**config.mk**
```make
export PLATFORM = sky130hd
export DESIGN_NAME = divide_top
export DESIGN_NICKNAME = d
export VERILOG_FILES = /design/src/div_pkg.sv /design/src/divide_top.sv /design/src/divide_module.sv /design/src/fifo.sv
export VERILOG_INCLUDE_DIRS = /design/src
export SDC_FILE = /design/constraint.sdc
export NUM_CORES = 2
export LEC_CHECK = 0
export ABC_AREA = 0
export BUFFER_PORTS_ARGS = -buffer_cell sky130_fd_sc_hd__buf_2
export CELL_PAD_IN_SITES_DETAIL_PLACEMENT = 0
export CELL_PAD_IN_SITES_GLOBAL_PLACEMENT = 1
export CORE_AREA = 5 5 363 365
export CTS_BUF_LIST = sky130_fd_sc_hd__clkbuf_2
export DETAILED_ROUTE_END_ITERATION = 8
export DIE_AREA = 0 0 368 370
export PLACE_DENSITY = 0.92
export SLEW_MARGIN = 40
export SYNTH_ARGS = -nofsm -noshare
export SYNTH_HDL_FRONTEND = slang
export SYNTH_SLANG_ARGS = --single-unit
```
**constraint.sdc**
```tcl
create_clock -name clock -period 8.8 [get_ports clock]
set_clock_uncertainty 0.15 [all_clocks]
set_input_delay 0.88 -clock clock [delete_from_list [all_inputs] [get_ports clock]]
set_output_delay 0.88 -clock clock [all_outputs]
set_load 0.01 [all_outputs]
```
**src/div_settings.svh**
```systemverilog
`ifndef DIV_SETTINGS_SVH
`define DIV_SETTINGS_SVH

// operand and quotient width
`define DIV_D_WIDTH 32

// fractional bits kept in the quotient
`define DIV_Q_BITS 10

// expanded width of the shifted numerator
// one guard bit above data plus fraction, also the iteration count
`define DIV_ED_WIDTH (`DIV_D_WIDTH + `DIV_Q_BITS + 1)

// entries in each of the input and output FIFOs
// must be a power of two so the pointers wrap on their own
`define DIV_FIFO_DEPTH 16

`endif
```
**src/div_pkg.sv**
```systemverilog
`default_nettype none

`include "div_settings.svh"

package div_pkg;

    // signed operand or quotient
    typedef logic signed [`DIV_D_WIDTH-1:0] data_t;

    // input FIFO word, dividend in the upper half
    typedef logic [2*`DIV_D_WIDTH-1:0] pair_t;

endpackage

`default_nettype wire

```
**src/divide_top.sv**
```systemverilog
`default_nettype none

`include "div_settings.svh"

module divide_top
    import div_pkg::*;
(
    input  logic  clock,
    input  logic  reset,
    input  logic  in_wr_en,
    input  data_t in_dividend,
    input  data_t in_divisor,
    output logic  in_full,
    input  logic  out_rd_en,
    output data_t out_quotient,
    output logic  out_empty
);

    pair_t head_pair;        // input FIFO head word
    logic  head_empty;
    logic  head_rd_en;
    data_t div_quotient;
    logic  div_wr_en;
    logic  res_full;

    // operand pairs waiting for the divider
    fifo #(
        .WIDTH ($bits(pair_t)),
        .DEPTH (`DIV_FIFO_DEPTH)
    ) u_in_fifo (
        .clock (clock),
        .reset (reset),
        .wr_en (in_wr_en),
        .din   ({in_dividend, in_divisor}),
        .full  (in_full),
        .rd_en (head_rd_en),
        .dout  (head_pair),
        .empty (head_empty)
    );

    divide_module #(
        .Q_BITS  (`DIV_Q_BITS),
        .D_WIDTH (`DIV_D_WIDTH)
    ) u_divide (
        .clock     (clock),
        .reset     (reset),
        .dividend  (head_pair[2*`DIV_D_WIDTH-1:`DIV_D_WIDTH]),
        .divisor   (head_pair[`DIV_D_WIDTH-1:0]),
        .in_empty  (head_empty),
        .in_rd_en  (head_rd_en),
        .quotient  (div_quotient),
        .out_wr_en (div_wr_en),
        .out_full  (res_full)
    );

    // finished quotients
    fifo #(
        .WIDTH ($bits(data_t)),
        .DEPTH (`DIV_FIFO_DEPTH)
    ) u_out_fifo (
        .clock (clock),
        .reset (reset),
        .wr_en (div_wr_en),
        .din   (div_quotient),
        .full  (res_full),
        .rd_en (out_rd_en),
        .dout  (out_quotient),
        .empty (out_empty)
    );

endmodule

`default_nettype wire

```
**src/divide_module.sv**
```systemverilog
`default_nettype none

`include "div_settings.svh"

module divide_module
    import div_pkg::*;
#(
    parameter int Q_BITS  = `DIV_Q_BITS,
    parameter int D_WIDTH = `DIV_D_WIDTH
) (
    input  logic  clock,
    input  logic  reset,
    input  data_t dividend,
    input  data_t divisor,
    input  logic  in_empty,
    output logic  in_rd_en,
    output data_t quotient,
    output logic  out_wr_en,
    input  logic  out_full
);

    localparam int ED_WIDTH  = D_WIDTH + Q_BITS + 1;
    localparam int CNT_WIDTH = $clog2(ED_WIDTH + 1);

    typedef enum logic [1:0] {
        s_idle,
        s_iterate,
        s_write
    } state_t;

    state_t state;
    state_t next_state;

    logic [CNT_WIDTH-1:0] count;   // iteration index
    logic [2*ED_WIDTH:0]  aq;      // remainder on top, quotient below
    logic [2*ED_WIDTH:0]  aq_next;
    logic [2*ED_WIDTH:0]  aq_shift;
    logic [D_WIDTH-1:0]   b_mag;
    logic                 neg;     // exactly one operand negative

    logic [D_WIDTH-1:0]   dividend_mag;
    logic [D_WIDTH-1:0]   divisor_mag;
    logic [ED_WIDTH-1:0]  numerator;
    logic [ED_WIDTH:0]    b_ext;
    logic [ED_WIDTH:0]    rem_step;
    logic [ED_WIDTH:0]    rem_fix;
    logic                 last_step;
    logic [D_WIDTH-1:0]   q_mag;

    assign dividend_mag = dividend[D_WIDTH-1] ? -dividend : dividend;
    assign divisor_mag  = divisor[D_WIDTH-1] ? -divisor : divisor;

    // shifted dividend plus half divisor gives round to nearest
    assign numerator = (ED_WIDTH'(dividend_mag) << Q_BITS)
                     + ED_WIDTH'(divisor_mag >> 1);

    assign b_ext     = (ED_WIDTH + 1)'(b_mag);
    assign last_step = (count == CNT_WIDTH'(ED_WIDTH - 1));

    // one non-restoring step, sign of the old remainder picks add or subtract
    always_comb begin
        aq_shift = aq << 1;
        if (aq[2*ED_WIDTH]) begin
            rem_step = aq_shift[2*ED_WIDTH:ED_WIDTH] + b_ext;
        end else begin
            rem_step = aq_shift[2*ED_WIDTH:ED_WIDTH] - b_ext;
        end
        if (last_step && rem_step[ED_WIDTH]) begin
            rem_fix = rem_step + b_ext;   // restore a negative final remainder
        end else begin
            rem_fix = rem_step;
        end
        aq_next = {rem_fix, aq_shift[ED_WIDTH-1:1], ~rem_step[ED_WIDTH]};
    end

    assign in_rd_en  = (state == s_idle) && !in_empty;
    assign out_wr_en = (state == s_write) && !out_full;

    assign q_mag    = aq[D_WIDTH-1:0];   // low bits only, no saturation
    assign quotient = neg ? -q_mag : q_mag;

    always_comb begin
        next_state = state;
        case (state)
            s_idle: begin
                if (!in_empty) begin
                    next_state = s_iterate;
                end
            end
            s_iterate: begin
                if (last_step) begin
                    next_state = s_write;
                end
            end
            s_write: begin
                if (!out_full) begin
                    next_state = s_idle;
                end
            end
            default: begin
                next_state = s_idle;
            end
        endcase
    end

    always_ff @(posedge clock or posedge reset) begin
        if (reset) begin
            state <= s_idle;
            count <= '0;
        end else begin
            state <= next_state;
            if (state == s_iterate) begin
                count <= count + CNT_WIDTH'(1);
            end else begin
                count <= '0;
            end
        end
    end

    always_ff @(posedge clock) begin
        if (in_rd_en) begin
            aq    <= {{(ED_WIDTH + 1){1'b0}}, numerator};
            b_mag <= divisor_mag;
            neg   <= dividend[D_WIDTH-1] ^ divisor[D_WIDTH-1];
        end else if (state == s_iterate) begin
            aq <= aq_next;
        end
    end

endmodule

`default_nettype wire

```
**src/fifo.sv**
```systemverilog
`default_nettype none

module fifo #(
    parameter int WIDTH = 32,
    parameter int DEPTH = 16
) (
    input  logic             clock,
    input  logic             reset,
    input  logic             wr_en,
    input  logic [WIDTH-1:0] din,
    output logic             full,
    input  logic             rd_en,
    output logic [WIDTH-1:0] dout,
    output logic             empty
);

    localparam int PTR_WIDTH = (DEPTH > 1) ? $clog2(DEPTH) : 1;
    localparam int CNT_WIDTH = $clog2(DEPTH + 1);

    logic [WIDTH-1:0]     mem [DEPTH];
    logic [PTR_WIDTH-1:0] wr_ptr;
    logic [PTR_WIDTH-1:0] rd_ptr;
    logic [CNT_WIDTH-1:0] count;
    logic                 do_wr;
    logic                 do_rd;

    assign do_wr = wr_en && !full;   // drop writes into a full buffer
    assign do_rd = rd_en && !empty;

    assign full  = (count == CNT_WIDTH'(DEPTH));
    assign empty = (count == '0);

    // show-ahead, head word is always on the output
    assign dout = mem[rd_ptr];

    always_ff @(posedge clock) begin
        if (do_wr) begin
            mem[wr_ptr] <= din;
        end
    end

    always_ff @(posedge clock or posedge reset) begin
        if (reset) begin
            wr_ptr <= '0;
        end else if (do_wr) begin
            wr_ptr <= wr_ptr + PTR_WIDTH'(1);   // wraps at depth
        end
    end

    always_ff @(posedge clock or posedge reset) begin
        if (reset) begin
            rd_ptr <= '0;
        end else if (do_rd) begin
            rd_ptr <= rd_ptr + PTR_WIDTH'(1);
        end
    end

    always_ff @(posedge clock or posedge reset) begin
        if (reset) begin
            count <= '0;
        end else begin
            case ({do_wr, do_rd})
                2'b10: begin
                    count <= count + CNT_WIDTH'(1);
                end
                2'b01: begin
                    count <= count - CNT_WIDTH'(1);
                end
                default: begin
                    count <= count;   // idle, or read and write together
                end
            endcase
        end
    end

endmodule

`default_nettype wire

```
==> impl_metrics.ini <==
[power]
p_total_mw = 31.71
power.density_nw_per_um2 = 392.5
max-vdd-ir-drop_mv = 0.2728
leakage_nw = 27.40

[synthesis]
synth-main-ff-cell = edfxtp_1
syn_inst = 4067
synthAdderAreaFrac_pct = 2.259
async_flop_share_pct = 2.012
synthXorXnorAreaFrac_pct = 2.896
syn_nets = 4263
ys_ff_latch = 1690
ys.warnings.count = 0
synth_area_per_cell_um2 = 17.84
synth_top_family_by_area = multiplexers
ys_seq_area_share_pct = 69.11
synth-compound-area-share_pct = 5.193
synth-simple-area-share_pct = 4.619
ys_types = 89
synth_area_um2 = 72550
muxShareOfSynthArea_pct = 14.34
synth_edf_count = 1612

[run_status]
status = finished clean

[cts]
cts-root-buf = clkbuf_2
clk_path_buf_depth = 4
cts_resized = 0
cts_tree = built
htreeDepth = 5
cts_buffers = 411
path_clk_slew_ps = 130
cts.sinks = 1690
clkLatencyLatePin_ps = 1830

[place]
dp_slack_ps = 1242
hpwl_um = 103400
placed_area_um2 = 75610
routabilityCongestion = 0.8721
numPortBuffers = 101

[worst_setup_path]
cp-start-kind = register
reg2reg_to = u_divide.aq[82]
cpLargestDelayFamily = compound AO/OA/AOI/OAI gates
cp.arrival_ps = 8980
max_stage_delay_ps = 730
rr_startpoint = u_divide.b_mag[1]
path_class = reg2reg
r2r_slack_ps = 1170
crit_required_ps = 10150
reg2regPathDepth = 29
slowest_stage = nor3_1
crit_fanout = 6
setup.worst_path.end_class = register
crit_buf_inv = 1

[timing]
setup_viol = 0
drv_slew = 0
fin_setup_tns_ps = 0
worst_pin_slew_ps = 1183
hold_viol = 0
maxSlewHeadroom_pct = 21.15
fmax_ghz = 0.1310
worst_slack_ps = 1168
final.period_utilization_pct = 86.73
finalCriticalPeriod_ps = 7632
rsz0062_at_grt = false

[cells_and_area]
syn_to_final_growth_pct = 11.36
layout-drive-gt1-share_pct = 27.72
final_cell_area_um2 = 80790
nFillCells = 8814
finish.net_count = 4826
multi_input_area_um2 = 21700
utilization_pct = 62.87
ff_latch_area_um2 = 50170

[floorplan]
dieWidth_um = 368
rows = 132
ioPinCount = 102
initial_core_util_pct = 56.46
die_y_um = 370
coreArea_um2 = 128500
dieArea_um2 = 136200

[route]
drc_errors = 0
avgViaCountPerCell = 6.262
drtIter0Drc = 4321
vias = 41518
wl_per_cell_um = 26.74
drtAntennaViolNets = 0
firstDrtPassIters = 8
routed_wl_um = 177300

[global_route]
grt_max_degree = 70
grt_usage_pct = 25.90
overflow = 0
antenna_found_initial = 10
grt_pass1_vias = 42542
grt_pass1_wl_um = 263200

[run]
drv_cap = 0

[min_path]
hold_path.class = in2async
==> flip-flops by register name, indices dropped and copies added, names as in the netlist <==
name / flops
u_divide.b_mag: 32
u_in_fifo.count: 5
u_out_fifo.rd_ptr: 4
u_divide.count: 6
u_divide.neg: 1
u_divide.state: 2
u_divide.aq: 87
u_in_fifo.rd_ptr: 4
u_out_fifo.count: 5
u_out_fifo.mem: 512
u_in_fifo.mem: 1024
u_out_fifo.wr_ptr: 4
u_in_fifo.wr_ptr: 4
==> through the flow <==
step	cells	hold slack (ps)
floorplan	4067	279.7
global placement	5747	290.3
detailed placement	5756	301.5
CTS	6614	13.64
global route	6627	74.46
finish	6630	176.8
==> routing by layer <==
metal  up-vias  part of all wire, %  track usage (%)
met5         -                0.015                0
met1     20810                   36            32.83
met3       441                  9.4            5.728
met2      2428                   51            43.82
li1      17835                    -                -
met4         4                  4.1            10.76
==> cells in the mapped netlist (32+ instances only) <==
cell / n / area, µm²
nor2_1: 171 / 641.9
dfxtp_1: 44 / 880.8
xor2_1: 104 / 910.9
o21ai_0: 149 / 745.7
xnor2_1: 134 / 1174
clkbuf_1: 98 / 367.9
inv_1: 60 / 225.2
nand3_1: 56 / 280.3
nand2_1: 224 / 840.8
a21oi_1: 154 / 770.7
nor3_1: 53 / 265.3
dfrtp_1: 34 / 850.8
ha_1: 123 / 1539
buf_1: 32 / 120.1
a21o_1: 53 / 397.9
edfxtp_1: 1612 / 48410
mux4_2: 441 / 9932
==> report_power, final <==
part / switching (mW) / total, mW / internal [mW]
clock network: 3.10 / 5.12 / 2.03
registers: 0.634 / 10.9 / 10.3
logic: 9.22 / 15.6 / 6.42
==> cells in the final DEF, fill, tap and decap left out, drive strengths merged, types with 10 or more instances in the layout <==
cell            n
a211oi         25
nor4           19
clkinv        139
o31ai          30
diode          13
edfxtp       1612
o211ai         10
dfrtp          34
nand2b         26
o21ai         163
buf           203
a21o           53
mux2i          28
a22oi          31
o21bai         20
xor2          105
and3           10
inv            64
or2            10
nand4          20
o21a           18
a31oi          21
and2           16
mux4          446
dlygate4sd3   133
xnor2         134
or3            31
nand2         224
clkbuf        571
nand3          56
nor2          172
nor3           55
ha            123
a21oi         154
nor2b          23
dfxtp          44
==> final cells by class <==
cell class / count / area share (%)
clock inverter: 154 / 1.075
timing repair buffer: 336 / 3.519
antenna: 13 / 0.04027
clock buffer: 571 / 3.537
multi-input combinational: 2131 / 26.86
sequential: 1690 / 62.10
inverter: 60 / 0.2819
tap: 1675 / 2.594
==> timing repair <==
item | 4_1_cts | 5_1_grt
hold buffers | 133 | 0
endpoints found under the hold margin | 1133 | 0
setup buffers | 0 | 0
==> worst max-delay path by stage <==
stage                             start               to  slack [ps]  cells after the start
floorplan           u_in_fifo.rd_ptr[2]  u_divide.aq[33]        1860                     30
global placement    u_in_fifo.rd_ptr[0]  u_divide.aq[33]        1330                     20
detailed placement    u_divide.b_mag[1]  u_divide.aq[82]        1240                     29
CTS                   u_divide.b_mag[1]  u_divide.aq[82]        1130                     29
global route          u_divide.b_mag[1]  u_divide.aq[82]         450                     29
finish                u_divide.b_mag[1]  u_divide.aq[82]        1170                     29
==> worst min-delay path, delay by kind of cell <==
kind,cells,cell delay [ps]
buf+inv,4,1680
==> logic make-up (layout without fill, tap and decap cells) <==
logic type	count (synthesis)	count (layout)
adder cells (fa/ha/maj)	128	128
flip-flops	1690	1690
buffers and inverters	246	1121
other	0	13
XOR/XNOR	239	239
multiplexers	479	479
AND/OR/NAND/NOR	691	691
AO/OA/AOI/OAI	594	594
Note: power is estimated with default switching activity, not from simulation.
